`config.mk`:
```
export PLATFORM = sky130hd
export DESIGN_NAME = depar_action_ram
export DESIGN_NICKNAME = d
export VERILOG_FILES = /design/src/hdl/depar_action_pkg.sv /design/src/hdl/depar_stream_pkg.sv /design/src/hdl/depar_action_ram.sv
export SDC_FILE = /design/constraint.sdc
export NUM_CORES = 2
export LEC_CHECK = 0
export BUFFER_PORTS_ARGS = -buffer_cell sky130_fd_sc_hd__buf_2
export CAP_MARGIN = 0
export CORE_UTILIZATION = 25
export DETAILED_ROUTE_END_ITERATION = 16
export SKIP_CTS_REPAIR_TIMING = 1
export SLEW_MARGIN = 30
export SYNTH_ARGS = -nofsm -noshare
export SYNTH_HDL_FRONTEND = slang
export SYNTH_SLANG_ARGS = --single-unit
```
`constraint.sdc`:
```
create_clock -name clk -period 11.5 [get_ports clk]
set_input_delay 1.725 -clock clk [delete_from_list [all_inputs] [get_ports clk]]
set_output_delay 1.725 -clock clk [all_outputs]
set_load 0.01 [all_outputs]
```
`src/hdl/depar_action_pkg.sv`:
```
package depar_action_pkg;

	localparam int ACTION_W = 16;

	// bit 0 is valid and bits 15..13 are unused
	typedef struct packed {
		logic [2:0] unused;
		logic [6:0] offset;
		logic [1:0] ctype;
		logic [2:0] idx;
		logic       valid;
	} action_t;

	localparam logic [1:0] CT_NONE = 2'b00;
	localparam logic [1:0] CT_2B   = 2'b01;
	localparam logic [1:0] CT_4B   = 2'b10;
	localparam logic [1:0] CT_6B   = 2'b11;

	// containers of each size
	localparam int NUM_CONT = 8;
	localparam int C2_BASE  = 0;
	localparam int C4_BASE  = C2_BASE + NUM_CONT * 16;
	localparam int C6_BASE  = C4_BASE + NUM_CONT * 32;
	localparam int PHV_W    = C6_BASE + NUM_CONT * 48;

	typedef logic [PHV_W-1:0] phv_t;
	typedef logic [47:0] field_t; // right-justified

	localparam int RAM_ADDR_W = 5;
	localparam int TBL_IDX_LO = 4; // vlan id bits 8..4

	localparam int CTRL_MOD_ID_BYTE = 14;
	localparam int CTRL_ADDR_BYTE   = 16;

endpackage

```
`src/hdl/depar_stream_pkg.sv`:
```
package depar_stream_pkg;

	localparam int DATA_W = 256;
	localparam int KEEP_W = DATA_W / 8;
	localparam int VLAN_W = 12;

	typedef logic [DATA_W-1:0] data_t;
	typedef logic [KEEP_W-1:0] keep_t;

	// beat 0 in the low half with byte 0 in the lowest bits
	typedef logic [2*DATA_W-1:0] hdr_data_t;
	typedef logic [2*KEEP_W-1:0] hdr_keep_t;

	// output source
	typedef enum logic [1:0] {
		SEL_BEAT0 = 2'd0,
		SEL_BEAT1 = 2'd1,
		SEL_PASS  = 2'd2
	} beat_sel_t;

endpackage

```
`src/hdl/depar_action_ram.sv`:
```
`timescale 1ns/10ps

module depar_action_ram #(
	parameter int NUM_ACTIONS = 4
) (
	input  logic                                              clk,
	input  logic                                              tbl_wr_en,
	input  logic [depar_action_pkg::RAM_ADDR_W-1:0]           tbl_wr_addr,
	input  logic [NUM_ACTIONS*depar_action_pkg::ACTION_W-1:0] tbl_wr_entry,
	input  logic [depar_stream_pkg::VLAN_W-1:0]               vlan_id,
	output logic [NUM_ACTIONS*depar_action_pkg::ACTION_W-1:0] ram_entry
);

	localparam int ENTRY_W = NUM_ACTIONS * depar_action_pkg::ACTION_W;
	localparam int DEPTH   = 2 ** depar_action_pkg::RAM_ADDR_W;

	logic [ENTRY_W-1:0] mem [0:DEPTH-1];

	initial begin
		for (int i = 0; i < DEPTH; i++) begin
			mem[i] = '0;
		end
	end

	always_ff @(posedge clk) begin
		if (tbl_wr_en) mem[tbl_wr_addr] <= tbl_wr_entry;
		ram_entry <= mem[vlan_id[depar_action_pkg::TBL_IDX_LO +: depar_action_pkg::RAM_ADDR_W]];
	end

endmodule

```
* Yosys cells after proc, flatten, opt, wreduce, memory -nomap -nowiden
Memory sizes are Yosys's and may differ from the RTL's. A register that Yosys moved wholly into a read port is not among the register bits.
Cells that the tools add are included.
** Word-level totals
- Bits in read-only memories :: 0
- Register bits :: 0
- Word-level logic and storage cells :: 3
- Bits in latches :: 0
- Input bits :: 83
- Memories kept :: 1
- Bits in writable memories :: 2048
- Output and inout port bits :: 64
** Operators by class
- Shift-type cells :: 0
- Bitwise gates (word level) :: 0
- Multiply operators :: 0
- Magnitude comparators :: 0
- Divide/modulo/power cells :: 0
- Reductions and logical operators :: 0
- Add/subtract/negate cells :: 0
- Mux-type cells :: 2
- Eq/ne operators :: 0
** Memory list
- mem :: words 32, bits a word 64, rd ports 1, clocked after Yosys merged registers in 1, wr ports 1, RTL line depar_action_ram.sv:17 : logic [ENTRY_W-1:0] mem [0:DEPTH-1];
** Operators by type and width (count)
- 1-bit two-way mux :: 2

* Depth between registers and ports, before layout
- Depth after elaboration :: 2
- Gate-level depth with buffers :: 9
- Gate-level depth less buffers :: 4

* Least setup slack after synthesis
Ideal clock, no wire load.
- Path kind :: input to register
- Start point :: input port tbl_wr_addr[1] (netlist name)
- End point :: memory mem[12][0] (netlist name) (enable)
- Data required time :: 11014 ps
- Setup slack :: 5953 ps
- Data arrival time :: 5061 ps
- Stages :: 3
- Path buffers :: 1
- Setup time :: 486 ps
- Cells stage by stage :: or3b_2 > clkbuf_1 > nor2_1
** RTL lines
- start, declared :: RTL line depar_action_ram.sv:8 : input logic [depar_action_pkg::RAM_ADDR_W-1:0] tbl_wr_addr,
- end, declared :: RTL line depar_action_ram.sv:17
Straight into the memory's write port.

==> summary.md <==
| Metric | Value |
|---|---|
| Total power | approximately 16 mW |
| Via Count | about 35,000 |
| R2r setup slk | between 9 and 10 ns |
| Dpl ws | between 6 and 7 ns |
| Synth top area share | roughly 80% |
| RR Startpoint | mem[14][46]$_DFFE_PP_ |
| Avg WL per Cell | 26.1 um |
| Post-Route WL | 200 mm |
| Worst Hold Class | register to register |
| Slowest cell on crit path | buf_4 |
| Peak VDD IR | approximately 0.11 mV |
| Logic pwr share | ~4.7% |
| R2r endpoint | ram_entry[46]$_DFF_P_ |
| Unrepaired setup endpoints after global routing | no |
| Worst Tran Pin Value | just over 1 ns |
| Worst EP arrival | roughly 5.4 ns |
| #FFs+latches synth | between 2,000 and 2,500 |
| Internal Dissipation | 12.4 mW |
| Status | completed |
| Final Critical Period | approximately 4.7 ns |
| NetSw | 3.24 mW |
| Tcrit/Tclk final | a little over 40% |
| Most common cell after layout, fill and taps aside | edfxtp_1 |
| Yosys top cell by area | edfxtp_1 |
| Clock Skews | 0.0290 ns |
| Setup violations, final | 0 |
| CTS tree | yes |
| Inserted Clock Buffers | ~200 |
| Max Slew Vio Count | 0 |
| Gr ovfl total | 0 |
| Vias/cell | ~4.6 |
| Share of cells above drive strength 1 | about a third |
| DIE AREA | about 320,000 um^2 |
| Synth cell types | 31 |
| Pwr dens | around 170 nW/um^2 |
| # IOs | 147 |
| Die H | between 500 and 600 um |
| Max clock buf depth | 4 |
| EDFF count, synth | 2,048 |
| Register area share after synthesis | between 70 and 80% |
| Commonest cells after routing, fill and taps aside | edfxtp_1 (2,048), mux4_2 (602), clkbuf_16 (197) |
| Hold path startpoint | mem[4][0]$_DFFE_PP_ |
| Root Buffer | clkbuf_16 |
| Hold_ws | roughly 0.9 ns |
| CP Max Fanout | just under 80 |
| Area contributors post-synth | edfxtp_1 (78%), mux4_2 (17%), dfxtp_1 (1.6%), mux2_2 (1.1%), mux2i_1 (0.48%) |
| DP Area | ~86,000 um^2 |
| Floorplan Core Area | 313,000 um^2 |
| Setup_tns | 0 ns |
| Htree depth | 4 |
| Drt first pass iters | 7 |
| DRC violations left | 0 |
| Starting Density | between 20% and 30% |
| Die width | around 560 um |
| First-pass GRT wire length | about 280 mm |
| YS warnings | 0 |
| Final hold violations | 0 |
| Sw frac | approximately a fifth |
| Slew headroom | slightly above 30% |
| DR iter-0 viols | 4,408 |
| FP Rows | ~210 |
| GRT Total Usage | between 10% and 20% |
| Peak Freq | 0.215 GHz |
| Non-Filler Instances | around 7,700 |
| Largest net degree at the start of global routing | between 100 and 150 |
| Clk_lat worst skew | between 0.8 and 0.9 ns |
| Seq pwr share | a little over half |
| Syn Area/Cell | ~25 um^2 |
| Ys async rst share | 0% |
| Cells after Synth | between 3,000 and 4,000 |
| Critical path startpoint category | input port |
| Post-DP HPWL | between 100 and 150 mm |
| GPL Wtd Cong | roughly 0.70 |
| Crit path capture type | register |
| P&R area growth vs syn | 16.1% |
| Clock power frac | 40.3% |
| Antenna violations before repair | 53 |
| Hold Path Depth | 3 |
| Reg2Reg Depth | 4 |
| Mapped cell area | 79,000 um^2 |
| Total of max-cap violations | 0 |
| CP cell instances | buf_8, buf_4, buf_4, mux4_2, mux4_2, mux2_2 |
| Syn nets | ~3,200 |
| Worst Hold Path EP | ram_entry[0]$_DFF_P_ |
| Placed Cells | 7,323 |
| Crit path kind | input port to register |
| Synth Flop Type | edfxtp_1 |
| Post-route ant nets | 0 |
| Leakage | roughly 28 nW |
| Final core occ | 29.3% |
| Layout net count | ~3,500 |
| Final instance area | 91,700 um^2 |
| Clock Sink Count | about 2,100 |
| Largest stage delay on the critical path | a little over 0.8 ns |
| # port buffers | 139 |
| Worst Slack Setup Final | 6.84 ns |
| CP required | approximately 12 ns |
| Worst-path clk slew | about 0.06 ns |
| Vias in the first global route | between 30,000 and 40,000 |
## kinds of logic (layout without fill, tap and decap cells)
kind of cell,count (synthesis),after routing,share of synthesized area [%]
flip-flops,2112,2112,79.5
buffers and inverters,157,596,0.944
AND/OR/NAND/NOR,64,64,0.379
multiplexers,714,714,18.7
other,0,10,0
AO/OA/AOI/OAI,50,50,0.466
## synthesized netlist by cell type, types with 4 or more instances
cell type  number
nor2_1         41
dfxtp_1        64
nor2b_1         4
edfxtp_1     2048
buf_4          14
buf_2          65
mux2i_1        38
mux4_2        602
a221oi_1       12
o21ai_0         9
nand3b_1        5
o22ai_1        10
mux2_2         74
clkbuf_1       55
buf_1          19
## power groups by stage
stage,combinational (mW),clock (mW),sequential (mW)
after global placement,0.737,0,8.77
after floorplan,0.429,0,8.76
after CTS,0.757,6.43,8.61
after detailed placement,0.754,0,8.78
after global routing,0.793,6.72,8.61
final,0.739,6.32,8.61
## state kept, by name (all words and copies together) (netlist names)
name / count
mem: 2048
ram_entry: 64
## routing by layer
metal	vias to the layer above	wire length (um)	share of wire (%)	global-route usage [%]
met2	1363	97700	49	20.6
met1	19600	83500	42	16.9
met5	-	75	0.037	0
met3	306	13900	7.0	2.18
li1	14100	-	-	-
met4	14	5120	2.6	3.13
## worst max-delay path by stage
stage,start,slack [ns],cells after the start,endpoint
final,vlan_id[6],6.84,6,ram_entry[32]$_DFF_P_
after global routing,vlan_id[6],6.76,6,ram_entry[32]$_DFF_P_
after CTS,vlan_id[6],6.87,6,ram_entry[32]$_DFF_P_
after detailed placement,vlan_id[6],6.01,6,ram_entry[31]$_DFF_P_
after global placement,tbl_wr_addr[1],5.95,5,mem[21][36]$_DFFE_PP_
after floorplan,tbl_wr_addr[1],5.95,3,mem[12][0]$_DFFE_PP_
## cell type report
type | instances | area [um^2]
Timing Repair Buffer | 242 | 1920
Multi-Input combinational cell | 828 | 15700
Tap cell | 4140 | 5180
Sequential cell | 2112 | 62800
Inverter | 1 | 3.75
Fill cell | 30100 | 221000
Antenna cell | 10 | 25.0
Clock inverter | 85 | 754
Clock buffer | 268 | 5360
## worst max-delay path: cells and delay by family
family                 cells  cell delay (ns)
buffers and inverters      3             2.13
multiplexers               3             1.23
(Power assumes the default switching activity.)
