--- src/hdl/depar_action_pkg.sv ---
package depar_action_pkg;

	localparam int ACTION_W = 16;

	// bit 0 is valid and bits 15..13 are unused
	typedef struct packed {
		logic [2:0] unused;
		logic [6:0] offset;
		logic [1:0] ctype;
		logic [2:0] idx;
		logic       valid;
	} action_t;

	localparam logic [1:0] CT_NONE = 2'b00;
	localparam logic [1:0] CT_2B   = 2'b01;
	localparam logic [1:0] CT_4B   = 2'b10;
	localparam logic [1:0] CT_6B   = 2'b11;

	// containers of each size
	localparam int NUM_CONT = 8;
	localparam int C2_BASE  = 0;
	localparam int C4_BASE  = C2_BASE + NUM_CONT * 16;
	localparam int C6_BASE  = C4_BASE + NUM_CONT * 32;
	localparam int PHV_W    = C6_BASE + NUM_CONT * 48;

	typedef logic [PHV_W-1:0] phv_t;
	typedef logic [47:0] field_t; // right-justified

	localparam int RAM_ADDR_W = 5;
	localparam int TBL_IDX_LO = 4; // vlan id bits 8..4

	localparam int CTRL_MOD_ID_BYTE = 14;
	localparam int CTRL_ADDR_BYTE   = 16;

endpackage

--- src/hdl/depar_stream_pkg.sv ---
package depar_stream_pkg;

	localparam int DATA_W = 256;
	localparam int KEEP_W = DATA_W / 8;
	localparam int VLAN_W = 12;

	typedef logic [DATA_W-1:0] data_t;
	typedef logic [KEEP_W-1:0] keep_t;

	// beat 0 in the low half with byte 0 in the lowest bits
	typedef logic [2*DATA_W-1:0] hdr_data_t;
	typedef logic [2*KEEP_W-1:0] hdr_keep_t;

	// output source
	typedef enum logic [1:0] {
		SEL_BEAT0 = 2'd0,
		SEL_BEAT1 = 2'd1,
		SEL_PASS  = 2'd2
	} beat_sel_t;

endpackage

--- src/hdl/depar_ctrl.sv ---
`timescale 1ns/10ps

module depar_ctrl #(
	parameter int NUM_ACTIONS = 4
) (
	input  logic                                          clk,
	input  logic                                          aresetn,
	input  logic                                          vlan_empty,
	input  logic                                          phv_empty,
	input  logic                                          hdr_empty,
	input  logic                                          pkt_empty,
	input  logic [NUM_ACTIONS*depar_action_pkg::ACTION_W-1:0] ram_entry,
	input  logic                                          out_tlast,
	input  logic                                          depar_out_tready,
	output logic                                          vlan_rd_en,
	output logic                                          phv_rd_en,
	output logic                                          hdr_rd_en,
	output logic                                          pkt_rd_en,
	output logic                                          hdr_load,
	output logic                                          patch_en,
	output depar_action_pkg::action_t                     cur_action,
	output depar_stream_pkg::beat_sel_t                   beat_sel,
	output logic                                          depar_out_tvalid
);

	localparam int CNT_W = (NUM_ACTIONS > 1) ? $clog2(NUM_ACTIONS) : 1;
	localparam int ACT_W = depar_action_pkg::ACTION_W;

	typedef enum logic [2:0] {IDLE, WAIT_RAM, LOAD, PATCH, FLUSH0, FLUSH1, PASS} state_t;

	state_t           state;
	logic [CNT_W-1:0] act_cnt;
	logic             last_act;
	logic             hdr_ready;
	logic             xfer;

	assign last_act  = (act_cnt == CNT_W'(NUM_ACTIONS - 1));
	assign hdr_ready = !phv_empty && !hdr_empty;
	assign xfer      = depar_out_tvalid && depar_out_tready;

	// action 0 sits in the top slot
	assign cur_action = ram_entry[(NUM_ACTIONS - 1 - act_cnt) * ACT_W +: ACT_W];

	always_ff @(posedge clk) begin
		if (!aresetn) begin
			state   <= IDLE;
			act_cnt <= '0;
		end else begin
			case (state)
				IDLE: if (!vlan_empty) state <= WAIT_RAM;
				WAIT_RAM: state <= LOAD; // ram read latency
				LOAD: begin
					act_cnt <= '0;
					if (hdr_ready) state <= PATCH;
				end
				PATCH: begin
					act_cnt <= act_cnt + 1'b1;
					if (last_act) state <= FLUSH0;
				end
				FLUSH0: if (xfer) state <= out_tlast ? IDLE : FLUSH1;
				FLUSH1: if (xfer) state <= out_tlast ? IDLE : PASS;
				PASS: if (xfer && out_tlast) state <= IDLE;
				default: state <= IDLE;
			endcase
		end
	end

	always_comb begin
		vlan_rd_en       = 1'b0;
		phv_rd_en        = 1'b0;
		hdr_rd_en        = 1'b0;
		pkt_rd_en        = 1'b0;
		hdr_load         = 1'b0;
		patch_en         = 1'b0;
		depar_out_tvalid = 1'b0;
		beat_sel         = depar_stream_pkg::SEL_BEAT0;
		case (state)
			LOAD: hdr_load = hdr_ready;
			PATCH: begin
				patch_en   = cur_action.valid;
				vlan_rd_en = last_act; // pop once on the last action
				phv_rd_en  = last_act;
				hdr_rd_en  = last_act;
			end
			FLUSH0: depar_out_tvalid = 1'b1;
			FLUSH1: begin
				depar_out_tvalid = 1'b1;
				beat_sel         = depar_stream_pkg::SEL_BEAT1;
			end
			PASS: begin
				beat_sel         = depar_stream_pkg::SEL_PASS;
				depar_out_tvalid = !pkt_empty;
				pkt_rd_en        = !pkt_empty && depar_out_tready;
			end
			default: ;
		endcase
	end

endmodule

--- config.mk ---
export PLATFORM = sky130hd
export DESIGN_NAME = depar_ctrl
export DESIGN_NICKNAME = d
export VERILOG_FILES = /design/src/hdl/depar_action_pkg.sv /design/src/hdl/depar_stream_pkg.sv /design/src/hdl/depar_ctrl.sv
export SDC_FILE = /design/constraint.sdc
export NUM_CORES = 1
export LEC_CHECK = 0
export ABC_AREA = 1
export ABC_CLOCK_PERIOD_IN_PS = 2850
export BUFFER_PORTS_ARGS = -buffer_cell sky130_fd_sc_hd__buf_2
export CAP_MARGIN = 20
export CORE_UTILIZATION = 35
export CTS_CLUSTER_DIAMETER = 80
export DETAILED_ROUTE_END_ITERATION = 10
export PLACE_DENSITY_LB_ADDON = 0.25
export SYNTH_ARGS = -nofsm -noshare
export SYNTH_HDL_FRONTEND = slang
export SYNTH_SLANG_ARGS = --single-unit
--- constraint.sdc ---
create_clock -name clk -period 2.85 [get_ports clk]
set_input_delay 0.1425 -clock clk [delete_from_list [all_inputs] [get_ports clk]]
set_output_delay 0.1425 -clock clk [all_outputs]
set_load 0.05 [all_outputs]
# --- Word-level counts from Yosys, hierarchy flattened ---
# Cells that the tools add are included.
# W data, S select, Z words.
op_classes:
  reduce_logical: 11
  magnitude_cmp: 0
  n_mux: 16
  n_bitwise: 0
  addsub: 2
  shift: 1
  eq_ne: 13
  div: 0
  multipliers: 0
op_table:
  columns: ["operator", "count"]
  rows:
  - ["$shiftx A64 B33 Y16", 1]
  - ["$mux W3", 8]
  - ["$pmux W3 S7", 1]
  - ["$ne A2 B2 Y1 const B", 6]
  - ["$eq A3 B3 Y1 const B", 3]
  - ["$pmux W2 S2", 2]
  - ["$eq A3 B2 Y1 const B", 2]
  - ["$reduce_and A6 Y1", 1]
  - ["$logic_and A1 B1 Y1", 4]
  - ["$mux W1", 4]
  - ["$eq A3 B1 Y1 const B", 1]
  - ["$logic_not A1 Y1", 3]
  - ["$logic_not A3 Y1", 1]
  - ["$sub A2 B2 Y3 const A", 1]
  - ["$add A2 B1 Y2 const B", 1]
  - ["$eq A2 B2 Y1 const B", 1]
  - ["$pmux W1 S2", 1]
  - ["$reduce_bool A2 Y1", 1]
  - ["$reduce_or A2 Y1", 1]
totals:
  reg_bits: 5
  memories: 0
  input_bits: 72
  word_cells: 45
  ramBits: 0
  latchBits: 0
  romBits: 0
  output_inout_bits: 25

# --- Logic depth before layout (Yosys ltp) ---
depth:
  depth_word: 7
  mapped_depth: 9
  mapped_depth_nobuf: 9

# --- Worst setup path before layout ---
# No wires, ideal clock.
synth_path:
  path_kind: "flip-flop to output port"
  start: "reg state[2]"
  end: "out depar_out_tvalid"
  arrival_ns: 2.137
  n_path_buf: 0
  path_slack_ns: 0.570
  stages_incl_launch_ff: 5
  required_ns: 2.707
  path_cell_list: "dfxtp_1 -> inv_1 -> nor2_1 -> inv_1 -> o22ai_1"
synth_between:
  elab_chain_cells: 3
  word_cells_on_any_way: 5
  classes_between: "eq/ne: 3; mux: 1; reduce/logical: 1"
synth_rtl:
  columns: ["item", "line", "text"]
  rows:
  - ["start, declared", "depar_ctrl.sv:31", "state_t state;"]
  - ["start signal, assigned", "depar_ctrl.sv:60", "FLUSH0: if (xfer) state <= out_tlast ? IDLE : FLUSH1;"]
  - ["start signal, assigned", "depar_ctrl.sv:61", "FLUSH1: if (xfer) state <= out_tlast ? IDLE : PASS;"]
  - ["$eq A3 B3 Y1", "depar_ctrl.sv:77", "case (state)"]
  - ["$reduce_or A2 Y1 (no line)", null, null]
  - ["$pmux W1 S2 *", "depar_ctrl.sv:77", null]
  - ["end, declared", "depar_ctrl.sv:23", "output logic depar_out_tvalid"]
# Mark *: on every way between the ends. The rest lies on a longest branch, timed or not.

# --- Worst setup path in the final report ---
layout_path:
  start: "reg act_cnt[1]"
  end: "out patch_en"
layout_between:
  elab_chain_cells: 3
layout_rtl:
  columns: ["item", "line", "text"]
  rows:
  - ["start, declared", "depar_ctrl.sv:32", "logic [CNT_W-1:0] act_cnt;"]
  - ["start signal, assigned", "depar_ctrl.sv:57", "act_cnt <= act_cnt + 1'b1;"]
  - ["$sub A2 B2 Y3", "depar_ctrl.sv:42", "assign cur_action = ram_entry[(NUM_ACTIONS - 1 - act_cnt) * ACT_W +: ACT_W];"]
  - ["$shiftx A64 B33 Y16", "depar_ctrl.sv:42", null]
  - ["$mux W1", "depar_ctrl.sv:77", null]
  - ["end, declared", "depar_ctrl.sv:20", "output logic patch_en,"]
# Every way passes these cells.

==> results.sh <==
export IMPL_status="finished, final reports clean"
export IMPL_wl_per_cell_um=10.3
export IMPL_htree_levels=1
export IMPL_post_route_period_util_pct=68.5
export IMPL_relSlewSlack_pct=64.6
export IMPL_synth_cell_type_count=22
export IMPL_cp_arrival_ps=1810
export IMPL_port_buffers=96
export IMPL_drive_above_1_share_pct=45.9
export IMPL_required_ps=2710
export IMPL_synth_cells=156
export IMPL_cts_sinks=5
export IMPL_place_gp_congestion=0.827
export IMPL_grt_max_degree=35
export IMPL_ctsHoldBuffers=0
export IMPL_vias_per_cell=4.94
export IMPL_synth_top_area_cell="nor2_1"
export IMPL_num_vias=1354
export IMPL_r2r_end="state[0]"
export IMPL_yosys_top_cells_area="nor2_1 (19%), o21ai_0 (18%), dfxtp_1 (12%), o22ai_1 (12%), nand2_1 (8.1%)"
export IMPL_synth_top_area_share_pct=19.0
export IMPL_die_h_um=50.7
export IMPL_cp_start_kind="flip-flop"
export IMPL_fin_skew_ps=2.46
export IMPL_hold_path_class="primary input to flip-flop"
export IMPL_syn_num_nets=229
export IMPL_fin_nets=320
export IMPL_path_buf_inv=2
export IMPL_worstMarginPinSlew_ps=530
export IMPL_hpwl_mm=2.19
export IMPL_drt_iter0_drc=22
export IMPL_synth_area_sq_um=830
export IMPL_critPathMaxStageDelay_ps=650
export IMPL_holdPathEnd="state[2]"
export IMPL_fp_row_count=17
export IMPL_post_cts_buffers=0
export IMPL_cts_resized_gates=0
export IMPL_power_density_mw_per_mm2=619
export IMPL_layout_setup_ws_ps=896
export IMPL_clockBufferDepth=2
export IMPL_cts_buffers=3
export IMPL_power_leakage_nw=0.754
export IMPL_finalHoldViolCount=0
export IMPL_root_buffer="clkbuf_4"
export IMPL_drt_total_wl_mm=2.81
export IMPL_cpMaxStageDelayCell="dfxtp_1"
export IMPL_timing_hold_ws_ps=157
export IMPL_area_growth_pct=58.4
export IMPL_dieArea_sq_mm=0.00257
export IMPL_dr_pass1_iters=4
export IMPL_peakVddDrop_mv=0.463
export IMPL_grt_pass1_vias=1147
export IMPL_cp_end_kind="primary output"
export IMPL_crit_type="flip-flop to primary output"
export IMPL_drc=0
export IMPL_finalWorstPathRequiredPeriod_ps=1950
export IMPL_clk_latency_ps=250
export IMPL_drv_slew=0
export IMPL_hold_depth=3
export IMPL_r2r_cells=8
export IMPL_fmax_ghz=0.512
export IMPL_io_pins=97
export IMPL_path_max_fanout=19
export IMPL_ys_ff_latch=5
export IMPL_post_place_ws_ps=1150
export IMPL_rsz0062_at_grt="false"
export IMPL_cpLargestDelayFamily="flip-flops"
export IMPL_clk_pin_slew_ps=40
export IMPL_grtUsageTotal_pct=22.5
export IMPL_ant_nets=0
export IMPL_postSynthAreaPerCell_sq_um=5.32
export IMPL_core_area_sq_mm=0.00223
export IMPL_tns_ps=0
export IMPL_reg2reg_from="act_cnt[1]"
export IMPL_regToRegSetupSlack_ps=1350
export IMPL_setup_viol=0
export IMPL_start_util_pct=37.1
export IMPL_seq_area_frac_synth_pct=12.1
export IMPL_synth_warnings=0
export IMPL_grt_overflow=0
export IMPL_antennaDiodeCount=0
export IMPL_drv_cap=0
export IMPL_antenna_found_initial=0
export IMPL_grt_pass1_wl_mm=4.56
export IMPL_hold_start="aresetn"
export IMPL_path_cells="inv_2 > nor2_1 > o21ai_0 > a21oi_1 > buf_2"
export IMPL_die_w_um=50.7
export IMPL_cts_tree="done"
## synthesized netlist by cell type
cell type / count
a211oi_2: 1
a21oi_1: 3
buf_2: 6
buf_4: 2
buf_6: 1
clkbuf_1: 1
clkbuf_2: 1
dfxtp_1: 5
ha_1: 1
inv_1: 8
inv_2: 4
nand2_1: 18
nand2_2: 3
nand2_4: 1
nand3_1: 4
nand3_2: 1
nor2_1: 42
nor2_2: 3
nor3_1: 1
o21ai_0: 30
o21ai_1: 4
o22ai_1: 16
## cell usage in the layout, fill, tap and decap left out, types with 3 or more instances in the layout
cell type and instances:
buf_2 96, o21ai_0 30, nand2_1 18, nand3_1 4, o21ai_1 4, dfxtp_1 5, clkbuf_4 3, inv_1 8
nor2_2 3, inv_2 4, a21oi_1 3, o22ai_1 16, nor2_1 42, nand2_2 3
## where the power goes
part / total (mW) / switching (mW) / internal (mW) / leakage (nW)
Combinational: 0.601 / 0.425 / 0.176 / 0.698
Clock: 0.0832 / 0.0302 / 0.0530 / 0.0150
Sequential: 0.129 / 0.0356 / 0.0933 / 0.0411
Total: 0.813 / 0.491 / 0.322 / 0.754
## worst min-delay path: stages
cell and delay [ps]:
buf_2 120, nand2_1 60, a21oi_1 30
## cell type report
class	instances	area, sq um
timing repair buffer	97	488
tap	28	35.0
inverter	12	45.0
clock buffer	4	26.3
sequential	5	100
multi-input combinational	128	619
fill	260	920
## worst max-delay path by stage
stage,startpoint,endpoint,depth (start not counted)
2_1_floorplan,state[2],depar_out_tvalid,4
3_3_place_gp,act_cnt[1],patch_en,5
3_5_place_dp,act_cnt[1],patch_en,5
4_1_cts,act_cnt[1],patch_en,5
5_1_grt,act_cnt[1],patch_en,5
6_report,act_cnt[1],patch_en,5
## registers in the layout, indices dropped and copies added, names as in the netlist
| name | count |
|---|---|
| state | 3 |
| act_cnt | 2 |
## metal layers
layer / global-route usage (%) / wire [um] / share of wire [%]
met1: 25.0 / 1170 / 42
met2: 40.4 / 1350 / 48
met3: 7.58 / 269 / 9.6
met4: 6.02 / 25 / 0.89
met5: 0 / 0 / 0
## per-stage QoR
step / utilization (%) / power, mW / area [sq um] / std cells
after floorplan: - / 0.603 / 830 / 156
after global placement: 57.6 / 0.728 / 1290 / 270
after detailed placement: 57.6 / 0.729 / 1290 / 270
after CTS: 58.8 / 0.817 / 1310 / 274
after global routing: 58.8 / 0.892 / 1310 / 274
final: 58.8 / 0.813 / 1310 / 274
## logic make-up (layout without fill, tap and decap cells)
family,after synthesis,count (layout),share of synthesized area [%]
and+or+nand+nor,73,73,37.3
AOI/OAI and AO/OA,54,54,35.9
buffers and inverters,23,113,13.3
DFF,5,5,12.1
adders and majority gates,1,1,1.51
(Power assumes the default switching activity.)
