$ cat config.mk
export PLATFORM = sky130hd
export DESIGN_NAME = depar_field_extract
export DESIGN_NICKNAME = d
export VERILOG_FILES = /design/src/hdl/depar_action_pkg.sv /design/src/hdl/depar_field_extract.sv
export SDC_FILE = /design/constraint.sdc
export NUM_CORES = 1
export LEC_CHECK = 0
export BUFFER_PORTS_ARGS = -buffer_cell sky130_fd_sc_hd__clkbuf_2
export CORE_AREA = 2 2 321 323
export DETAILED_ROUTE_END_ITERATION = 6
export DIE_AREA = 0 0 323 325
export MAX_ROUTING_LAYER = met4
export PLACE_DENSITY_LB_ADDON = 0.2
export SLEW_MARGIN = 20
export SYNTH_ARGS = -nofsm -noshare
export SYNTH_HDL_FRONTEND = slang
export SYNTH_SLANG_ARGS = --single-unit
export TNS_END_PERCENT = 20
$ cat constraint.sdc
create_clock -name vclk -period 1.5
set_clock_uncertainty 0.1 [all_clocks]
set_input_delay 0.075 -clock vclk [all_inputs]
set_output_delay 0.075 -clock vclk [all_outputs]
set_load 0.02 [all_outputs]
$ cat src/hdl/depar_action_pkg.sv
package depar_action_pkg;

	localparam int ACTION_W = 16;

	// bit 0 is valid and bits 15..13 are unused
	typedef struct packed {
		logic [2:0] unused;
		logic [6:0] offset;
		logic [1:0] ctype;
		logic [2:0] idx;
		logic       valid;
	} action_t;

	localparam logic [1:0] CT_NONE = 2'b00;
	localparam logic [1:0] CT_2B   = 2'b01;
	localparam logic [1:0] CT_4B   = 2'b10;
	localparam logic [1:0] CT_6B   = 2'b11;

	// containers of each size
	localparam int NUM_CONT = 8;
	localparam int C2_BASE  = 0;
	localparam int C4_BASE  = C2_BASE + NUM_CONT * 16;
	localparam int C6_BASE  = C4_BASE + NUM_CONT * 32;
	localparam int PHV_W    = C6_BASE + NUM_CONT * 48;

	typedef logic [PHV_W-1:0] phv_t;
	typedef logic [47:0] field_t; // right-justified

	localparam int RAM_ADDR_W = 5;
	localparam int TBL_IDX_LO = 4; // vlan id bits 8..4

	localparam int CTRL_MOD_ID_BYTE = 14;
	localparam int CTRL_ADDR_BYTE   = 16;

endpackage

$ cat src/hdl/depar_field_extract.sv
`timescale 1ns/10ps

module depar_field_extract (
	input  depar_action_pkg::phv_t    phv,
	input  depar_action_pkg::action_t cur_action,
	output depar_action_pkg::field_t  field_bytes
);

	logic [2:0] idx;

	assign idx = cur_action.idx;

	always_comb begin
		field_bytes = '0;
		case (cur_action.ctype)
			depar_action_pkg::CT_2B: begin
				field_bytes[15:0] = phv[depar_action_pkg::C2_BASE + 16*idx +: 16];
			end
			depar_action_pkg::CT_4B: begin
				field_bytes[31:0] = phv[depar_action_pkg::C4_BASE + 32*idx +: 32];
			end
			depar_action_pkg::CT_6B: begin
				field_bytes = phv[depar_action_pkg::C6_BASE + 48*idx +: 48];
			end
			depar_action_pkg::CT_NONE: field_bytes = '0; // no container
			default: field_bytes = '0;
		endcase
	end

endmodule

Yosys cells after proc, flatten, opt, wreduce, memory -nomap -nowiden
Cells that the tools add are included.
W data, S select, Z words.
{"block": "word_totals", "reg_bits": 0, "in_bits": 784, "output_inout_bits": 48}
{"block": "op_classes", "addsub": 2, "multipliers": 1, "n_eq_ne": 3, "n_shift": 3, "muxes": 3, "n_reduce_logical": 1}
{"cell": "$shiftx A768 B10 Y32", "n": 1}
{"cell": "$shiftx A768 B11 Y48", "n": 1}
{"cell": "$shiftx A768 B8 Y16", "n": 1}
{"cell": "$pmux W16 S4", "n": 1}
{"cell": "$pmux W16 S2", "n": 1}
{"cell": "$mux W16", "n": 1}
{"cell": "$add A9 B9 Y10 const A", "n": 1}
{"cell": "$add A8 B8 Y9 const A", "n": 1}
{"cell": "$mul A2 B3 Y5 const A", "n": 1}
{"cell": "$eq A2 B2 Y1 const B", "n": 2}
{"cell": "$eq A2 B1 Y1 const B", "n": 1}
{"cell": "$logic_not A2 Y1", "n": 1}

Depth between registers and ports, before layout
Gate-level depths: netlist of run 1.
{"block": "logic_depth", "ltp_word": 4, "mapped_depth": 8, "ltp_nobuf": 4}

Worst setup path after synthesis of run 1
OpenSTA, ideal clock, no wires.
{"block": "synth_timing", "path_kind": "in2out", "start": "input port cur_action[1] (netlist name)", "end": "output port field_bytes[30]", "arrival_ns": 1.435, "required_time_ns": 1.325, "path_slack_ns": -0.110, "cell_stages": 7, "path_buffers": 3, "cell_sequence": "buf_2 buf_6 buf_6 mux2i_1 a22oi_1 a221oi_1 o21ai_0"}
{"block": "synth_between", "elab_chain_cells": 4, "elab_cells_between_ends": 6, "classes_between": "add/sub (2); mul (1); shift (2); mux (1)"}
{"item": "start: declaration", "line_no": "depar_field_extract.sv:5", "rtl": "input depar_action_pkg::action_t cur_action,"}
{"item": "$mul A2 B3 Y5", "line_no": "depar_field_extract.sv:23", "rtl": "field_bytes = phv[depar_action_pkg::C6_BASE + 48*idx +: 48];"}
{"item": "$add A9 B9 Y10", "line_no": "depar_field_extract.sv:23"}
{"item": "$shiftx A768 B11 Y48", "line_no": "depar_field_extract.sv:23"}
{"item": "$pmux W16 S2 *", "line_no": "depar_field_extract.sv:15", "rtl": "case (cur_action.ctype)"}
{"item": "end: declaration", "line_no": "depar_field_extract.sv:6", "rtl": "output depar_action_pkg::field_t field_bytes"}
Mark *: on every way between the ends. The rest lies on a longest branch, timed or not.

Final worst setup path of run 1
{"block": "layout_timing", "start": "input port cur_action[1] (netlist name)", "end": "output port field_bytes[12]"}
{"block": "layout_between", "elab_chain_cells": 4, "elab_cells_between_ends": 7, "classes_between": "add/sub (2); mul (1); shift (3); mux (1)"}
{"item": "$mul A2 B3 Y5", "line_no": "depar_field_extract.sv:23"}
{"item": "$add A9 B9 Y10", "line_no": "depar_field_extract.sv:23"}
{"item": "$shiftx A768 B11 Y48", "line_no": "depar_field_extract.sv:23"}
{"item": "$pmux W16 S4 *", "line_no": "depar_field_extract.sv:15"}
Marks and branches as above.

==> results of run 1 <==
==> routing by layer <==
layer / GRT usage / routed length (um)
met4: 0.0162 / 1120
met3: 0.0242 / 4680
met2: 0.248 / 38000
met1: 0.158 / 29800
met5: - / 0
==> cell usage in the layout, fill, tap and decap left out, types with 2 or more instances in the layout <==
cell,count
nand3_1,9
buf_6,21
nand2_2,10
nor2b_1,3
o21ai_1,3
mux2i_2,8
a221oi_2,4
o211ai_1,17
o21ai_0,6
nor2_1,2
nand4_1,8
clkbuf_8,2
buf_4,136
mux4_2,142
buf_16,9
buf_8,8
o22ai_1,13
a22oi_2,20
mux2i_1,104
nand3_2,10
clkbuf_2,798
nor2b_2,3
buf_12,21
and2_1,5
buf_2,8
a21oi_1,17
a22oi_1,21
diode_2,19
mux2i_4,16
a221oi_1,12
nand2_1,40
==> area by class of cell <==
| cell class | count | area (um^2) |
|---|---|---|
| Tap cell | 1368 | 1710 |
| Multi-Input combinational cell | 478 | 6180 |
| Timing Repair Buffer | 1005 | 6150 |
| Inverter | 1 | 8.76 |
| Antenna cell | 19 | 47.5 |
| Fill cell | 11705 | 87200 |
==> worst min path at each step <==
| stage | from | end | slack [ps] |
|---|---|---|---|
| floorplan | phv[399] | field_bytes[15] | 380 |
| global placement | phv[385] | field_bytes[1] | 660 |
| detailed placement | phv[529] | field_bytes[1] | 660 |
| CTS | phv[386] | field_bytes[2] | 660 |
| global route | phv[541] | field_bytes[13] | 650 |
| finish | phv[397] | field_bytes[13] | 620 |
==> kinds of logic after synthesis <==
logic type | after synthesis
and+or+nand+nor | 91
AOI/OAI and AO/OA | 117
buffers and inverters | 76
muxes | 270
==> worst max-delay path, stage by stage <==
cell	delay, ps
buf_16	120
buf_16	170
buf_8	120
mux4_2	500
o211ai_1	390
buf_4	190
nand3_2	80
buf_8	140
==> repair_timing <==
action | 4_1_cts | 5_1_grt
pin swaps | 6 | 12
setup buffers | 8 | 7
resized for setup | 96 | 62
hold buffers | 0 | 0
gates cloned | 6 | 0
endpoints found under the setup margin | 48 | 48
hold endpoints to repair | 0 | 0
==> stage by stage <==
step	setup slack (ps)	instance area, um^2
after floorplan	-95.9	6280
after global routing	-556	14100
after CTS	-615	13800
final	-530	14100
after global placement	-809	13100
after detailed placement	-825	13100
==> power groups by stage <==
stage / sequential [mW] / combinational, mW / clock [mW]
floorplan: 0 / 1.74 / 0
global placement: 0 / 4.13 / 0
detailed placement: 0 / 4.13 / 0
CTS: 0 / 4.50 / 0
global route: 0 / 4.77 / 0.00000136
finish: 0 / 4.48 / 0.00000163
==> impl_metrics.env, run 1 <==
export IMPL_core_um2=101000
export IMPL_finalWorstSetupSlack_ps=-530
export IMPL_comb_power_share=1.000
export IMPL_initial_core_util=0.0606
export IMPL_routed_wl_um=73600
export IMPL_pwr_density_cell_nw_per_um2=318
export IMPL_io_buffers=821
export IMPL_gp_congestion=0.938
export IMPL_synth_top_family_by_area="multiplexers"
export IMPL_routed_via_density=3.41
export IMPL_synth_seq_area_share=0
export IMPL_syn_area_per_cell_um2=11.1
export IMPL_seqCellArea_um2=0
export IMPL_maxCapViolations=0
export IMPL_fp_row_count=117
export IMPL_fmaxAchievable_ghz=0.493
export IMPL_worst_slew_pin_transition_ps=512
export IMPL_power_frac_clock=0
export IMPL_final_layout_size_suffix_gt1_frac=0.824
export IMPL_die_area_um2=105000
export IMPL_layout_cells_non_filler=2871
export IMPL_yosys_cell_types_count=22
export IMPL_rsz0062_at_grt="true"
export IMPL_nets=2270
export IMPL_dp_hpwl_um=66800
export IMPL_synth_mux_area_frac=0.729
export IMPL_required_ps=1320
export IMPL_crit_arrival_ps=1860
export IMPL_netlist_area_leader_share=0.521
export IMPL_tns_ps=-18700
export IMPL_total_leakage_power_nw=6.63
export IMPL_drtAntennaViolNets=0
export IMPL_ioPinCount=832
export IMPL_critical_path_endpoint="field_bytes[12]"
export IMPL_p_sw_mw=2.10
export IMPL_area_growth_pct=129
export IMPL_final_core_util=0.139
export IMPL_netlist_top_cells_count="mux4_2, mux2i_1, nand2_1"
export IMPL_hold_viol_final=0
export IMPL_min_path_type="input port to output port"
export IMPL_final_min_clock_period_ps=2030
export IMPL_setup_viol=48
export IMPL_crit_type="input port to output port"
export IMPL_syn_nets=1338
export IMPL_grt_use_total=0.136
export IMPL_vias=9793
export IMPL_drc=0
export IMPL_synthSimpleGateAreaFrac=0.0676
export IMPL_firstDrtPassIters=5
export IMPL_overflow=0
export IMPL_grt_antenna_before_repair=32
export IMPL_power_mw=4.48
export IMPL_peakVddDrop_mv=0.149
export IMPL_max_slew_margin=0.649
export IMPL_first_iter_violations=472
export IMPL_yosysMostFrequentCell="mux4_2"
export IMPL_yosysTopAreaCell="mux4_2"
export IMPL_hold_depth=5
export IMPL_clkbuf_count=0
export IMPL_synthCells=554
export IMPL_die_h_um=325
export IMPL_fin_crit_sh=1.35
export IMPL_status="complete, but fails checks"
export IMPL_violations="negative setup slack"
export IMPL_synth_compound_area_share=0.133
export IMPL_worstSetupEndpointType="output port"
export IMPL_avgRoutedWirePerCell_um=25.6
export IMPL_crit_path_start="cur_action[1]"
export IMPL_pwr_share_seq=0
export IMPL_drv_slew=0
export IMPL_worstPathMaxFanout=6
export IMPL_whs_ps=616
export IMPL_die_w_um=323
export IMPL_seq_cell_count=0
export IMPL_grt_pass1_vias=10889
export IMPL_synth_area_top_cells="mux4_2, mux2i_1, a22oi_1"
export IMPL_grt_max_degree=22
export IMPL_synthAdderAreaFrac=0
export IMPL_synthesis_area_um2=6140
export IMPL_yosys_warnings=0
export IMPL_synth_xor_area_frac=0
export IMPL_critPathLaunchType="input port"
export IMPL_placed_cells=2833
export IMPL_grt_pass1_wl_um=94500
export IMPL_p_int_mw=2.38
export IMPL_swShare=0.468
No activity file was read; power rests on OpenSTA's default activity.
==> run 2: changes to the inputs <==
ABC_AREA = 1   (was unset)
CORE_AREA = 2 2 327 329   (was 2 2 321 323)
DIE_AREA = 0 0 329 331   (was 0 0 323 325)
==> impl_metrics.env, run 2 <==
export IMPL_initial_core_util=0.0798
export IMPL_crit_arrival_ps=1520
export IMPL_required_ps=1320
export IMPL_syn_nets=2694
export IMPL_syn_area_per_cell_um2=4.39
export IMPL_ioPinCount=832
export IMPL_avgRoutedWirePerCell_um=20.5
export IMPL_yosys_cell_types_count=18
export IMPL_die_area_um2=109000
export IMPL_core_um2=105000
export IMPL_drc=0
export IMPL_final_layout_size_suffix_gt1_frac=0.415
export IMPL_setup_viol=46
export IMPL_firstDrtPassIters=5
export IMPL_routed_via_density=3.71
export IMPL_worstPathMaxFanout=7
export IMPL_drtAntennaViolNets=0
export IMPL_tns_ps=-5200
export IMPL_critPathLaunchType="input port"
export IMPL_status="complete, but fails checks"
export IMPL_peakVddDrop_mv=0.102
export IMPL_violations="negative setup slack"
export IMPL_total_leakage_power_nw=9.44
export IMPL_first_iter_violations=730
export IMPL_min_delay_start="phv[742]"
export IMPL_ctsHoldBuffers=0
export IMPL_seq_cell_count=0
export IMPL_synth_seq_area_share=0
export IMPL_yosysMostFrequentCell="nand2_1"
export IMPL_dp_hpwl_um=70700
export IMPL_synthCells=1910
export IMPL_max_slew_margin=0.708
export IMPL_final_min_clock_period_ps=1700
export IMPL_fp_row_count=119
export IMPL_area_growth_pct=102
export IMPL_min_to="field_bytes[22]"
export IMPL_finalWorstSetupSlack_ps=-195
export IMPL_grt_use_total=0.146
export IMPL_grt_max_degree=41
export IMPL_final_core_util=0.161
export IMPL_crit_type="input port to output port"
export IMPL_overflow=0
export IMPL_hold_viol_final=0
export IMPL_die_h_um=331
export IMPL_vias=15538
export IMPL_placed_cell_area_um2=15300
export IMPL_grt_pass1_wl_um=112000
export IMPL_final_area_um2=16900
export IMPL_maxCapViolations=0
export IMPL_netlist_top_cells_count="nand2_1, nor2_1, nand3_1"
export IMPL_io_buffers=821
export IMPL_fmaxAchievable_ghz=0.590
export IMPL_drv_slew=0
export IMPL_seqCellArea_um2=0
export IMPL_min_path_type="input port to output port"
export IMPL_grt_pass1_vias=16104
export IMPL_worstSetupEndpointType="output port"
export IMPL_pwr_density_cell_nw_per_um2=302
export IMPL_hold_depth=6
export IMPL_layout_commonest_cell="clkbuf_2"
export IMPL_gp_congestion=0.918
export IMPL_whs_ps=532
export IMPL_worst_slew_pin_transition_ps=437
export IMPL_fin_crit_sh=1.13
export IMPL_placed_cells=4154
export IMPL_layout_cells_non_filler=4191
export IMPL_die_w_um=329
export IMPL_yosysTopAreaCell="nand2_1"
export IMPL_netlist_area_leader_share=0.237
export IMPL_synth_area_top_cells="nand2_1, nand3_1, nor2_1"
export IMPL_routed_wl_um=85900
export IMPL_rsz0062_at_grt="true"
export IMPL_nets=3576
export IMPL_grt_antenna_before_repair=17
export IMPL_layout_common_cells="clkbuf_2, nand2_1, nor2_1"
export IMPL_synthesis_area_um2=8380
export IMPL_yosys_warnings=0
export IMPL_clkbuf_count=0
-- run 2: worst max-delay path by stage --
| stage | startpoint | to | slack, ps | cells after the start |
|---|---|---|---|---|
| after floorplan | cur_action[1] | field_bytes[37] | 140 | 9 |
| after global placement | cur_action[1] | field_bytes[14] | -740 | 11 |
| after detailed placement | cur_action[1] | field_bytes[14] | -730 | 11 |
| after CTS | cur_action[1] | field_bytes[22] | -270 | 11 |
| after global routing | cur_action[1] | field_bytes[19] | -240 | 12 |
| final | cur_action[1] | field_bytes[19] | -200 | 12 |
-- run 2: worst max-delay path, cell delays in order --
cell and delay (ps):
buf_16 140, buf_16 170, buf_12 140, buf_16 130, buf_12 140, nor2_4 70
nor2_2 40, o21ai_1 60, nand3_1 160, nand3_2 150, nand2_2 70, buf_6 130
-- run 2: per-layer routing --
layer | wire length [um] | GRT usage | vias to the layer above
li1 | - | - | 7783
met1 | 35200 | 0.170 | 7055
met2 | 43000 | 0.259 | 630
met3 | 5150 | 0.0225 | 70
met4 | 2610 | 0.0432 | 0
met5 | 0 | - | -
-- run 2: area by class of cell --
type | count | area [um^2]
Timing Repair Buffer | 1035 | 7070
Tap cell | 1391 | 1740
Timing Repair inverter | 2 | 27.5
Antenna cell | 10 | 25.0
Fill cell | 12623 | 88000
Inverter | 246 | 970
Multi-Input combinational cell | 1507 | 7100
-- run 2: cell families (layout without fill, tap and decap cells) --
kind of cell	count (synthesis)	after routing	synth area share
simple gates	1267	1267	0.622
buf+inv	403	1283	0.222
compound gates	240	240	0.155
other cells	0	10	0
-- run 2: repair_timing --
| action | CTS | global route |
|---|---|---|
| endpoints found under the setup margin | 48 | 48 |
| gates cloned | 9 | 12 |
| pin swaps | 20 | 40 |
| setup buffers | 9 | 3 |
| gates resized for setup | 105 | 183 |
| hold endpoints to repair | 0 | 0 |
-- run 2: through the flow --
step,setup WS [ps],power (mW)
floorplan,142,1.97
global placement,-737,4.60
detailed placement,-733,4.57
CTS,-275,4.89
global route,-240,5.62
finish,-195,5.11
-- run 2: power breakdown --
part,total [mW],internal [mW],switching [mW]
Sequential,0,0,0
Clock,0.000000893,0.000000893,0
Combinational,5.11,2.32,2.79
Total,5.11,2.32,2.79
